===== config.mk =====
export PLATFORM = sky130hd
export DESIGN_NAME = vtp_top
export DESIGN_NICKNAME = d
export VERILOG_FILES = /design/src/vtp_pkg.sv /design/src/vtp_ifs.sv /design/src/vtp_fifo.sv /design/src/vtp_walk_timer.sv /design/src/vtp_page_table.sv /design/src/vtp_walker.sv /design/src/vtp_tlb.sv /design/src/vtp_pipe.sv /design/src/vtp_top.sv
export SDC_FILE = /design/constraint.sdc
export NUM_CORES = 2
export LEC_CHECK = 0
export BUFFER_PORTS_ARGS = -buffer_cell sky130_fd_sc_hd__clkbuf_2
export CAP_MARGIN = 25
export CORE_ASPECT_RATIO = 0.6
export CORE_MARGIN = 2
export CORE_UTILIZATION = 63
export DETAILED_ROUTE_END_ITERATION = 16
export PLACE_DENSITY = 0.78
export SYNTH_ARGS = -nofsm -noshare
export SYNTH_HDL_FRONTEND = slang
export SYNTH_HIERARCHICAL = 1
export SYNTH_SLANG_ARGS = --single-unit
export TNS_END_PERCENT = 5

===== constraint.sdc =====
create_clock -name clk -period 4.6 [get_ports clk]
set_input_delay 0.92 -clock clk [delete_from_list [all_inputs] [get_ports clk]]
set_output_delay 0.92 -clock clk [all_outputs]
set_load 0.03 [all_outputs]

===== src/vtp_pkg.sv =====
// Shared definitions for the virtual-to-physical page translation service
// Widths of addresses and tags, TLB geometry, FIFO sizing, walk latency
// and the page walker state encoding
`default_nettype none

package vtp_pkg;

    // ====================
    // Widths
    // ====================

    // Virtual and physical page numbers
    typedef logic [7:0]  vpn_t;
    typedef logic [11:0] ppn_t;

    // Tag that clients attach to a request and get back with the response
    typedef logic [3:0]  tag_t;

    // The low VPN bits select the TLB entry and the high bits are the key
    typedef logic [3:0]  tlb_idx_t;
    typedef logic [3:0]  tlb_key_t;

    // A queued request is a VPN with its tag
    localparam int REQ_BITS = $bits(vpn_t) + $bits(tag_t);

    // ====================
    // Sizes and latency
    // ====================

    localparam int TLB_ENTRIES = 16;
    localparam int PT_ENTRIES = 2 ** $bits(vpn_t);

    // Modeled page-table memory latency, in cycles
    localparam int WALK_CYCLES = 6;

    // The active FIFO must always keep room to put a missed lookup back
    localparam int ACTIVE_DEPTH = 16;
    localparam int ACTIVE_THRESHOLD = 3;
    localparam int IN_DEPTH = 2;

    // Page walker states
    typedef enum logic [1:0] {
        WALK_IDLE,
        WALK_WAIT,
        WALK_READ,
        WALK_FILL
    } walk_state_t;

endpackage

`default_nettype wire


===== src/vtp_ifs.sv =====
// Internal buses of the translation service
// vtp_tlb_if carries lookups from the pipeline to the TLB and the answers back,
// vtp_walk_if carries walk requests from the TLB and fills from the walker
`timescale 1ns/100ps
`default_nettype none

interface vtp_tlb_if import vtp_pkg::*;
();
    // Lookup issued by the pipeline
    logic lookup_en;
    vpn_t lookup_vpn;
    tag_t lookup_tag;

    // Answer one cycle after lookup_en, either a hit or a miss
    logic rsp_valid;
    logic rsp_miss;
    ppn_t rsp_ppn;
    logic rsp_fault;

    modport pipe (
        output lookup_en, lookup_vpn, lookup_tag,
        input  rsp_valid, rsp_miss, rsp_ppn, rsp_fault
    );

    modport tlb (
        input  lookup_en, lookup_vpn, lookup_tag,
        output rsp_valid, rsp_miss, rsp_ppn, rsp_fault
    );
endinterface

interface vtp_walk_if import vtp_pkg::*;
();
    // Walk request, only raised while the walker is idle
    logic walk_start;
    vpn_t walk_vpn;

    // Walker status and the strobe that writes one TLB entry
    logic walk_busy;
    logic fill_en;
    vpn_t fill_vpn;
    ppn_t fill_ppn;
    logic fill_fault;

    modport tlb (
        output walk_start, walk_vpn,
        input  walk_busy, fill_en, fill_vpn, fill_ppn, fill_fault
    );

    modport walker (
        input  walk_start, walk_vpn,
        output walk_busy, fill_en, fill_vpn, fill_ppn, fill_fault
    );
endinterface

`default_nettype wire


===== src/vtp_fifo.sv =====
// Synchronous FIFO built on a circular buffer
// The oldest entry is always visible on first, and almost_full rises
// when the free space drops to the shared threshold
`timescale 1ns/100ps
`default_nettype none

module vtp_fifo import vtp_pkg::*;
#(
    parameter int DEPTH = 2,
    parameter int WIDTH = 8
)
(
    input  logic             clk,
    input  logic             reset,
    input  logic             enq_en,
    input  logic [WIDTH-1:0] enq_data,
    input  logic             deq_en,
    output logic [WIDTH-1:0] first,
    output logic             not_empty,
    output logic             not_full,
    output logic             almost_full
);
    localparam int PTR_W = (DEPTH > 1) ? $clog2(DEPTH) : 1;
    localparam int CNT_W = $clog2(DEPTH + 1);

    logic [WIDTH-1:0] mem [DEPTH];
    logic [PTR_W-1:0] wr_ptr;
    logic [PTR_W-1:0] rd_ptr;
    logic [CNT_W-1:0] count;

    // Pointers wrap at DEPTH, which need not be a power of two
    function automatic logic [PTR_W-1:0] next_ptr(input logic [PTR_W-1:0] ptr);
        next_ptr = (ptr == PTR_W'(DEPTH - 1)) ? '0 : ptr + 1'b1;
    endfunction

    always_ff @(posedge clk)
    begin
        if (reset)
        begin
            wr_ptr <= '0;
            rd_ptr <= '0;
            count <= '0;
        end
        else
        begin
            if (enq_en)
                wr_ptr <= next_ptr(wr_ptr);
            if (deq_en)
                rd_ptr <= next_ptr(rd_ptr);
            // Simultaneous enqueue and dequeue leave the count unchanged
            count <= count + CNT_W'(enq_en) - CNT_W'(deq_en);
        end
    end

    // Storage holds payload only
    always_ff @(posedge clk)
    begin
        if (enq_en)
            mem[wr_ptr] <= enq_data;
    end

    assign first = mem[rd_ptr];
    assign not_empty = (count != '0);
    assign not_full = (count != CNT_W'(DEPTH));

    // Signed compare so a FIFO shallower than the threshold reads as always near full
    assign almost_full = (int'(count) + ACTIVE_THRESHOLD >= DEPTH);

endmodule

`default_nettype wire


===== src/vtp_walk_timer.sv =====
// Walk latency timer
// A down-counter that pulses done WALK_CYCLES cycles after load
`timescale 1ns/100ps
`default_nettype none

module vtp_walk_timer import vtp_pkg::*;
(
    input  logic clk,
    input  logic reset,
    input  logic load,
    output logic done
);
    localparam int CNT_W = $clog2(WALK_CYCLES + 1);

    logic [CNT_W-1:0] count;

    always_ff @(posedge clk)
    begin
        if (reset)
        begin
            count <= '0;
        end
        else if (load)
        begin
            count <= CNT_W'(WALK_CYCLES);
        end
        else if (count != '0)
        begin
            // Parks at zero until the next load
            count <= count - 1'b1;
        end
    end

    assign done = (count == CNT_W'(1));

endmodule

`default_nettype wire


===== src/vtp_page_table.sv =====
// Page-table memory
// One entry per VPN holding a PPN and a valid bit. Written during setup,
// read by the walker with one cycle of latency
`timescale 1ns/100ps
`default_nettype none

module vtp_page_table import vtp_pkg::*;
(
    input  logic clk,
    input  logic reset,
    input  logic wr_en,
    input  vpn_t wr_vpn,
    input  ppn_t wr_ppn,
    input  logic wr_valid,
    input  logic rd_en,
    input  vpn_t rd_vpn,
    output ppn_t rd_ppn,
    output logic rd_valid
);
    logic [PT_ENTRIES-1:0] pt_valid;
    ppn_t pt_ppn [PT_ENTRIES];

    // Nothing is mapped after reset
    always_ff @(posedge clk)
    begin
        if (reset)
        begin
            pt_valid <= '0;
        end
        else if (wr_en)
        begin
            pt_valid[wr_vpn] <= wr_valid;
        end
    end

    always_ff @(posedge clk)
    begin
        if (wr_en)
            pt_ppn[wr_vpn] <= wr_ppn;

        // Registered read port
        if (rd_en)
        begin
            rd_ppn <= pt_ppn[rd_vpn];
            rd_valid <= pt_valid[rd_vpn];
        end
    end

endmodule

`default_nettype wire


===== src/vtp_walker.sv =====
// Page walker FSM
// Latches the VPN on walk_start, waits out the modeled memory latency,
// reads the page table and writes the result into the TLB
`timescale 1ns/100ps
`default_nettype none

module vtp_walker import vtp_pkg::*;
(
    input  logic       clk,
    input  logic       reset,
    vtp_walk_if.walker walk,
    output logic       timer_load,
    input  logic       timer_done,
    output logic       pt_rd_en,
    output vpn_t       pt_rd_vpn,
    input  ppn_t       pt_rd_ppn,
    input  logic       pt_rd_valid
);
    walk_state_t state;
    vpn_t walk_vpn_q;

    always_ff @(posedge clk)
    begin
        if (reset)
        begin
            state <= WALK_IDLE;
        end
        else
        begin
            case (state)
                WALK_IDLE:
                    if (walk.walk_start)
                        state <= WALK_WAIT;
                // Timer was loaded together with the start strobe
                WALK_WAIT:
                    if (timer_done)
                        state <= WALK_READ;
                WALK_READ:
                    state <= WALK_FILL;
                default:
                    state <= WALK_IDLE;
            endcase
        end

        if (state == WALK_IDLE && walk.walk_start)
            walk_vpn_q <= walk.walk_vpn;
    end

    assign walk.walk_busy = (state != WALK_IDLE);
    assign timer_load = (state == WALK_IDLE) && walk.walk_start;

    // Read data arrives during WALK_FILL
    assign pt_rd_en = (state == WALK_READ);
    assign pt_rd_vpn = walk_vpn_q;

    // An unmapped page is cached as a fault with a zero PPN
    assign walk.fill_en = (state == WALK_FILL);
    assign walk.fill_vpn = walk_vpn_q;
    assign walk.fill_ppn = pt_rd_valid ? pt_rd_ppn : '0;
    assign walk.fill_fault = !pt_rd_valid;

endmodule

`default_nettype wire


===== src/vtp_tlb.sv =====
// Direct-mapped TLB with 16 entries
// A lookup is compared against the indexed entry one cycle after lookup_en
// and answered as a hit or a miss. A miss while the walker is idle
// launches a page walk, and the walker's fill overwrites the entry
`timescale 1ns/100ps
`default_nettype none

module vtp_tlb import vtp_pkg::*;
(
    input  logic    clk,
    input  logic    reset,
    vtp_tlb_if.tlb  tlb,
    vtp_walk_if.tlb walk
);
    // Entry storage, only the valid bits are control state
    logic [TLB_ENTRIES-1:0] tlb_valid;
    logic [TLB_ENTRIES-1:0] tlb_fault;
    tlb_key_t tlb_key [TLB_ENTRIES];
    ppn_t tlb_ppn [TLB_ENTRIES];

    // Lookup stage registers
    logic lk_pend;
    vpn_t lk_vpn;
    tlb_idx_t lk_idx;
    tlb_key_t lk_key;
    logic lk_hit;
    logic lk_miss;

    tlb_idx_t fill_idx;
    tlb_key_t fill_key;

    always_ff @(posedge clk)
    begin
        if (reset)
        begin
            lk_pend <= 1'b0;
        end
        else
        begin
            lk_pend <= tlb.lookup_en;
        end

        lk_vpn <= tlb.lookup_vpn;
    end

    // ====================
    // Compare
    // ====================

    assign lk_idx = lk_vpn[$bits(tlb_idx_t)-1:0];
    assign lk_key = lk_vpn[$bits(vpn_t)-1 -: $bits(tlb_key_t)];
    assign lk_hit = tlb_valid[lk_idx] && (tlb_key[lk_idx] == lk_key);
    assign lk_miss = lk_pend && !lk_hit;

    assign tlb.rsp_valid = lk_pend && lk_hit;
    assign tlb.rsp_miss = lk_miss;
    assign tlb.rsp_ppn = tlb_ppn[lk_idx];
    assign tlb.rsp_fault = tlb_fault[lk_idx];

    // Misses during a walk are simply retried by the pipeline later
    assign walk.walk_start = lk_miss && !walk.walk_busy;
    assign walk.walk_vpn = lk_vpn;

    // ====================
    // Fill
    // ====================

    assign fill_idx = walk.fill_vpn[$bits(tlb_idx_t)-1:0];
    assign fill_key = walk.fill_vpn[$bits(vpn_t)-1 -: $bits(tlb_key_t)];

    always_ff @(posedge clk)
    begin
        if (reset)
        begin
            tlb_valid <= '0;
        end
        else if (walk.fill_en)
        begin
            tlb_valid[fill_idx] <= 1'b1;
        end
    end

    // Whatever mapped to the same index is evicted
    always_ff @(posedge clk)
    begin
        if (walk.fill_en)
        begin
            tlb_key[fill_idx] <= fill_key;
            tlb_ppn[fill_idx] <= walk.fill_ppn;
            tlb_fault[fill_idx] <= walk.fill_fault;
        end
    end

endmodule

`default_nettype wire


===== src/vtp_pipe.sv =====
// Translation pipeline
// Requests are queued, looked up in the TLB and tracked in an active FIFO
// until the TLB answers. A miss sends the oldest active lookup straight
// back into the lookup stream, so hits behind it keep returning while the
// walker fills the TLB. Responses leave in order of TLB success
`timescale 1ns/100ps
`default_nettype none

module vtp_pipe import vtp_pkg::*;
(
    input  logic    clk,
    input  logic    reset,
    input  logic    req_en,
    input  vpn_t    req_vpn,
    input  tag_t    req_tag,
    output logic    req_rdy,
    output logic    rsp_valid,
    output tag_t    rsp_tag,
    output ppn_t    rsp_ppn,
    output logic    rsp_fault,
    vtp_tlb_if.pipe tlb
);

    // ====================
    // Input queue
    // ====================

    logic [REQ_BITS-1:0] new_req;
    vpn_t new_vpn;
    tag_t new_tag;
    logic new_req_rdy;
    logic new_req_deq;
    logic in_enq;
    logic in_not_full;

    vtp_fifo #(
        .DEPTH(IN_DEPTH),
        .WIDTH(REQ_BITS)
    ) in_fifo (
        .clk(clk),
        .reset(reset),
        .enq_en(in_enq),
        .enq_data({req_vpn, req_tag}),
        .deq_en(new_req_deq),
        .first(new_req),
        .not_empty(new_req_rdy),
        .not_full(in_not_full),
        .almost_full()
    );

    assign {new_vpn, new_tag} = new_req;

    // ====================
    // Active lookups
    // ====================

    logic lookup_en;
    vpn_t lookup_vpn;
    tag_t lookup_tag;
    logic [REQ_BITS-1:0] active_head;
    vpn_t head_vpn;
    tag_t head_tag;
    logic active_almost_full;

    // Every lookup in flight sits here, and the TLB answers them in order,
    // so the head always belongs to the answer of the current cycle
    vtp_fifo #(
        .DEPTH(ACTIVE_DEPTH),
        .WIDTH(REQ_BITS)
    ) active_reqs (
        .clk(clk),
        .reset(reset),
        .enq_en(lookup_en),
        .enq_data({lookup_vpn, lookup_tag}),
        .deq_en(tlb.rsp_valid || tlb.rsp_miss),
        .first(active_head),
        .not_empty(),
        .not_full(),
        .almost_full(active_almost_full)
    );

    assign {head_vpn, head_tag} = active_head;

    // Accept from the client only while both queues have room
    assign req_rdy = in_not_full && !active_almost_full;
    assign in_enq = req_en && req_rdy;

    // A retry owns the lookup register, so a new request waits a cycle
    assign new_req_deq = new_req_rdy && !active_almost_full && !tlb.rsp_miss;

    always_ff @(posedge clk)
    begin
        if (reset)
        begin
            lookup_en <= 1'b0;
        end
        else
        begin
            lookup_en <= tlb.rsp_miss || new_req_deq;
        end

        // The next lookup is either the missed head or the new request
        lookup_vpn <= tlb.rsp_miss ? head_vpn : new_vpn;
        lookup_tag <= tlb.rsp_miss ? head_tag : new_tag;
    end

    assign tlb.lookup_en = lookup_en;
    assign tlb.lookup_vpn = lookup_vpn;
    assign tlb.lookup_tag = lookup_tag;

    // ====================
    // Responses
    // ====================

    // A hit is registered with the tag of the head it answers
    always_ff @(posedge clk)
    begin
        if (reset)
        begin
            rsp_valid <= 1'b0;
        end
        else
        begin
            rsp_valid <= tlb.rsp_valid;
        end

        rsp_tag <= head_tag;
        rsp_ppn <= tlb.rsp_ppn;
        rsp_fault <= tlb.rsp_fault;
    end

endmodule

`default_nettype wire


===== src/vtp_top.sv =====
// Top level of the page translation service
// Connects the pipeline, TLB, walker, walk timer and page-table memory
`timescale 1ns/100ps
`default_nettype none

module vtp_top import vtp_pkg::*;
(
    input  logic clk,
    input  logic reset,
    input  logic pt_wr_en,
    input  vpn_t pt_wr_vpn,
    input  ppn_t pt_wr_ppn,
    input  logic pt_wr_valid,
    input  logic req_en,
    input  vpn_t req_vpn,
    input  tag_t req_tag,
    output logic req_rdy,
    output logic rsp_valid,
    output tag_t rsp_tag,
    output ppn_t rsp_ppn,
    output logic rsp_fault
);
    vtp_tlb_if tlb_bus ();
    vtp_walk_if walk_bus ();

    // Walker side wires
    logic timer_load;
    logic timer_done;
    logic pt_rd_en;
    vpn_t pt_rd_vpn;
    ppn_t pt_rd_ppn;
    logic pt_rd_valid;

    vtp_pipe pipe0 (
        .clk(clk),
        .reset(reset),
        .req_en(req_en),
        .req_vpn(req_vpn),
        .req_tag(req_tag),
        .req_rdy(req_rdy),
        .rsp_valid(rsp_valid),
        .rsp_tag(rsp_tag),
        .rsp_ppn(rsp_ppn),
        .rsp_fault(rsp_fault),
        .tlb(tlb_bus.pipe)
    );

    vtp_tlb tlb0 (
        .clk(clk),
        .reset(reset),
        .tlb(tlb_bus.tlb),
        .walk(walk_bus.tlb)
    );

    vtp_walker walker0 (
        .clk(clk),
        .reset(reset),
        .walk(walk_bus.walker),
        .timer_load(timer_load),
        .timer_done(timer_done),
        .pt_rd_en(pt_rd_en),
        .pt_rd_vpn(pt_rd_vpn),
        .pt_rd_ppn(pt_rd_ppn),
        .pt_rd_valid(pt_rd_valid)
    );

    vtp_walk_timer timer0 (
        .clk(clk),
        .reset(reset),
        .load(timer_load),
        .done(timer_done)
    );

    vtp_page_table pt0 (
        .clk(clk),
        .reset(reset),
        .wr_en(pt_wr_en),
        .wr_vpn(pt_wr_vpn),
        .wr_ppn(pt_wr_ppn),
        .wr_valid(pt_wr_valid),
        .rd_en(pt_rd_en),
        .rd_vpn(pt_rd_vpn),
        .rd_ppn(pt_rd_ppn),
        .rd_valid(pt_rd_valid)
    );

endmodule

`default_nettype wire


; Yosys cells after proc, flatten, opt, wreduce, memory -nomap -nowiden
; Memories as Yosys holds them, arrays and structs flattened. A register that Yosys moved wholly into a read port is not among the register bits.
; Cells that the tools add are included.
[word_totals]
reg_bits = 347
word_cells = 116
memories = 5
output_inout_bits = 19
mem_bits_rw = 3544
in_bits = 37
[memory_table]
columns = name, depth, width, read_ports, rd_ports_with_merged_regs, wr, line
row1 = pt0.pt_ppn, 256, 12, 1, 1, 1, vtp_page_table.sv:21  ; ppn_t pt_ppn [PT_ENTRIES];
row2 = pipe0.active_reqs.mem, 16, 12, 1, 1, 1, vtp_fifo.sv:26  ; logic [WIDTH-1:0] mem [DEPTH];
row3 = tlb0.tlb_ppn, 16, 12, 1, 1, 1, vtp_tlb.sv:19  ; ppn_t tlb_ppn [TLB_ENTRIES];
row4 = tlb0.tlb_key, 16, 4, 1, 1, 1, vtp_tlb.sv:18  ; tlb_key_t tlb_key [TLB_ENTRIES];
row5 = pipe0.in_fifo.mem, 2, 12, 1, 1, 1, vtp_fifo.sv:26
[op_classes]
bitwise = 1
eq_ne = 10
add_sub_neg = 10
magnitude_cmp = 7
reduce_logical = 25
n_mux = 36
[op_table]
columns = cell, n
row1 = 256-bit bitwise mux, 1
row2 = 4-bit 2-to-1 mux, 5
row3 = 8-bit by 9-bit < comparator with 1-bit output (second input constant), 2
row4 = 1-bit 2-to-1 mux, 17
row5 = 16-bit bitwise mux, 1
row6 = 16-bit OR, 1
row7 = 12-bit 2-to-1 mux, 1
row8 = 1-bit logical AND, 11
row9 = 4-bit by 5-bit < comparator with 1-bit output (second input constant), 2
row10 = 4-bit by 1-bit adder with 4-bit output (second input constant), 2
row11 = 1-bit binary-select mux with 4-bit select, 2
row12 = 1-bit binary-select mux with 8-bit select, 1
row13 = 1-bit demux with 8-bit select, 1
row14 = 4-bit == test (second input constant), 2
row15 = 8-bit by 1-bit greater-or-equal comparator with 1-bit output (second input constant), 1
row16 = 8-bit 2-to-1 mux, 1
row17 = 5-bit by 2-bit adder with 6-bit output (second input constant), 1
row18 = 6-bit by 5-bit greater-or-equal comparator with 1-bit output (second input constant), 1
row19 = 3-bit 2-to-1 mux, 2
row20 = 2-bit case mux with 3 select lines, 1
row21 = 2-bit nonzero test, 3
row22 = 5-bit by 1-bit adder with 5-bit output, 1
row23 = 1-bit logical NOT, 5
row24 = 5-bit by 1-bit subtractor with 5-bit output, 1
row25 = other kinds (18), 23

; Longest topological paths before layout
[logic_depth]
depth_word = 9
depth_mapped = 20
depth_no_buf = 15

; Cells and area by module
; The synthesis kept the hierarchy.
[by_module_without_submodules]
columns = mod, area_each_um2, seq_area_each_um2, n_inst, cells_per_inst
row1 = vtp_page_table, 129864.6, 97763.8, 1, 6715
row2 = vtp_tlb, 11238.3, 8668.3, 1, 491
row3 = vtp_fifo at pipe0.active_reqs, 8245.4, 6105.9, 1, 408
row4 = vtp_fifo at pipe0.in_fifo, 1132.3, 820.8, 1, 60
row5 = vtp_pipe, 857.1, 620.6, 1, 53
row6 = vtp_walker, 548.0, 280.3, 1, 49
row7 = vtp_walk_timer, 160.2, 60.1, 1, 17

; Least setup slack after synthesis
; Ideal clock, no wire load.
[synth_timing]
kind = register to register
startpoint = reg tlb0.lk_vpn[0] (netlist: tlb0/walk.walk_vpn[0])
endpoint = reg pipe0.active_reqs.count[4]
path_slack_ps = 770
synth_period_minus_slack_ps = 3830
arrival_time_ps = 3708
setup_time_ps = 122
stages_incl_launch_ff = 19
n_path_buf = 3
t_required_ps = 4478
cell_sequence = dfxtp_1 -> buf_6 -> mux4_1 -> a22oi_1 -> a31oi_1 -> nor4_1 -> a31oi_1 -> buf_6 -> buf_12 -> or2_1 -> ha_1 -> inv_1 -> ha_1 -> inv_1 -> fa_1 -> nand2b_1 -> a21oi_1 -> or3_1 -> a21oi_1
[synth_via]
elab_chain_cells = 7
elab_cells_between_ends = 8
cone_classes = add/sub: 1 / mux: 2 / reduce/logical: 5
[synth_lines]
columns = element, line
row1 = start: declaration, vtp_tlb.sv:23  ; vpn_t lk_vpn;
row2 = start signal: assignment, vtp_tlb.sv:43  ; lk_vpn <= tlb.lookup_vpn;
row3 = 1-bit binary-select mux with 4-bit select, vtp_tlb.sv:52  ; assign lk_hit = tlb_valid[lk_idx] && (tlb_key[lk_idx] == lk_key);
row4 = 1-bit 2-to-1 mux (not written as such), vtp_tlb.sv:52
row5 = 1-bit logical AND, vtp_tlb.sv:52
row6 = 1-bit logical NOT, vtp_tlb.sv:53  ; assign lk_miss = lk_pend && !lk_hit;
row7 = 1-bit logical AND, vtp_tlb.sv:53
row8 = named net tlb_bus.rsp_miss, vtp_ifs.sv:16  ; logic rsp_miss;
row9 = 1-bit logical OR, vtp_pipe.sv:75  ; .deq_en(tlb.rsp_valid || tlb.rsp_miss),
row10 = 5-bit by 1-bit subtractor with 5-bit output, vtp_fifo.sv:51  ; count <= count + CNT_W'(enq_en) - CNT_W'(deq_en);
row11 = end signal: assignment, vtp_fifo.sv:51
row12 = end: declaration, vtp_fifo.sv:29  ; logic [CNT_W-1:0] count;
; The timed path passes the listed nets, and every way through them passes these cells. The select of a mux whose other input is x is not followed.
; A chain may end at the register's enable or synchronous reset.

; Worst setup path after layout
; Same ends and word-level chain as after synthesis.

==> reports/results.txt <==
Post-Synthesis Cells: 7,788
Final GP Congestion: 0.9656
startpoint class of the critical path: flop
CP max FO: 17
critical path type: flop to flop
full die area: 245,400 µm²
Total GRT Usage: 32.40%
CP max stage delay: 0.60 ns
worst hold path type: input port to flop
TritonCTS buffer count: 334
actual slew at the worst max-slew pin: 1.301 ns
clock slew at reported path FFs: 0.07 ns
Crit path required time: 5.33 ns
CORE AREA: 239,500 µm²
layout net count: 8,311
synthesized cell area: 152,000 µm²
first drt pass iteration count: 7
drt drc: 0
Multi-input gate area: 34,630 µm²
clk_skew: 0.03883 ns
overall power: 0.07730 W
TNS Setup: 0 ns
minimum clock period: 4.250 ns
CTS H-tree lvls: 5
Fillers: 13,740
vias in the first global route: 80,200
cts repair resizes: 0
GRT overflow: 0
clock tree sinks: 3,920
Avg WL per Cell: 34.04 µm
fraction of layout cells with a size suffix above 1: 23.49%
num rows: 139
Yosys warning count: 6
Setup Fix Bufs, Post-CTS: 0
maximum vdd drop: 0.0003685 V
syn_nets: 7,849
Die Width: 638.2 µm
max_cap viols: 0
pins over their slew limit: 0
CP Capture Type: flop
critical path's slowest cell: mux4_1
register area: 114,300 µm²
die height: 384.5 µm
CTS tree: done
vias per inst: 7.161
crit-path cells: buf_4, mux4_1, mux2i_1, mux2i_1, xnor2_1, a31oi_2, or2_1, ha_1, inv_1, ha_1, inv_1, fa_1, nand2b_1, a21oi_1, or3_1, a21oi_1
synthesized area per cell: 19.52 µm²
DRT iter0 DRCs: 15,480
Arrival @ worst endpoint: 4.98 ns
fmax: 235.3 MHz
Ports: 56
Pleak: 53.97 nW
HPWL Detailed: 245,600 µm
PwrDens: 456.6 nW/µm²
global-route wire length before repair: 569,300 µm
fin worst setup slack: 0.3499 ns
# hold bufs at CTS: 0
input/output buffers: 55
Place WS: 0.3323 ns
Final ANT Viol Nets: 0
Via Count: 83,830
antenna violations before repair: 25
largest net degree at the start of global routing: 133
period utilization: 92.39%
clk_lat worst skew: 0.90 ns
Total Routed Length: 398,500 µm
Layout area overhead: 11.36%
Longest Clk Path Bufs: 4
Slew HR: 13.27%
Root Buffer: clkbuf_16
Starting Density: 63.48%
RSZ-0062 raised after global routing: false
CP delay by family, top: multiplexers
status: completed
worst path bufs/invs: 3
Final setup viols: 0
final-report hold violation count: 0
## area by class of cell
cell class / count / share of cell area [%]
repair buffers: 634 / 3.228
inverters: 24 / 0.05322
well taps: 3172 / 2.344
diodes: 18 / 0.02661
clock inverters: 148 / 0.8256
clock buffers: 454 / 5.526
flip-flops and latches: 3920 / 67.54
multi-input cells: 3336 / 20.46
## power breakdown
group,switching [W],internal [W],leakage [nW]
Sequential,0.000567,0.0395,35.0
Combinational,0.00546,0.00349,13.8
Clock,0.0126,0.0157,5.22
Total,0.0186,0.0587,54.0
## layout by cell type (no fill, tap or decap), drive strengths merged, types with 101 or more instances in the layout
| cell type | instances |
|---|---|
| a21oi | 366 |
| a22oi | 275 |
| buf | 581 |
| clkbuf | 507 |
| clkinv | 101 |
| dfxtp | 339 |
| edfxtp | 3581 |
| mux2i | 326 |
| mux4 | 828 |
| nand2 | 305 |
| nor2 | 399 |
| o21ai | 249 |
## routing by layer
metal	global-route usage (%)	part of all wire, %	vias up
met2	44.68	43	7088
met1	49.26	38	43050
met5	0.2699	0.032	-
li1	-	-	32820
met4	8.755	2.9	20
met3	11.99	17	858
## sequential cells by signal (all words and copies together) (netlist names), 3 cells and up, named ones only
register,cells
pipe0/rsp_ppn,12
pt0/pt_valid,256
tlb0/tlb_valid,16
tlb0/tlb_key,64
pt0/rd_ppn,12
pipe0/tlb.lookup_tag,4
tlb0/tlb_fault,16
pipe0/in_fifo/mem,24
pipe0/active_reqs/wr_ptr,4
tlb0/walk.walk_vpn,8
pt0/pt_ppn,3072
pipe0/tlb.lookup_vpn,8
pipe0/active_reqs/count,5
timer0/count,3
pipe0/active_reqs/mem,192
tlb0/tlb_ppn,192
pipe0/rsp_tag,4
pipe0/active_reqs/rd_ptr,4
walker0/pt_rd_vpn,8
## final timing paths
kind	depth (start not counted)	to	slack [ns]	start
max	16	pipe0/active_reqs/count[4]	0.35	tlb0/walk.walk_vpn[0]
min	1	pipe0/in_fifo/mem[1][6]	0.22	req_vpn[2]
max reg2reg	16	pipe0/active_reqs/count[4]	0.35	tlb0/walk.walk_vpn[0]
min reg2reg	2	pt0/pt_valid[226]	0.47	pt0/pt_valid[226]
## metrics by stage
stage / hold slack [ns] / instances / cell area [µm²] / util, %
floorplan: 0.4230 / 7788 / 152000 / -
global placement: 0.4449 / 11080 / 158400 / 66.13
detailed placement: 0.4618 / 11080 / 158400 / 66.15
CTS: 0.1849 / 11680 / 169200 / 70.64
global route: 0.2024 / 11690 / 169200 / 70.67
finish: 0.2242 / 11710 / 169300 / 70.69
(Power assumes the default switching activity.)
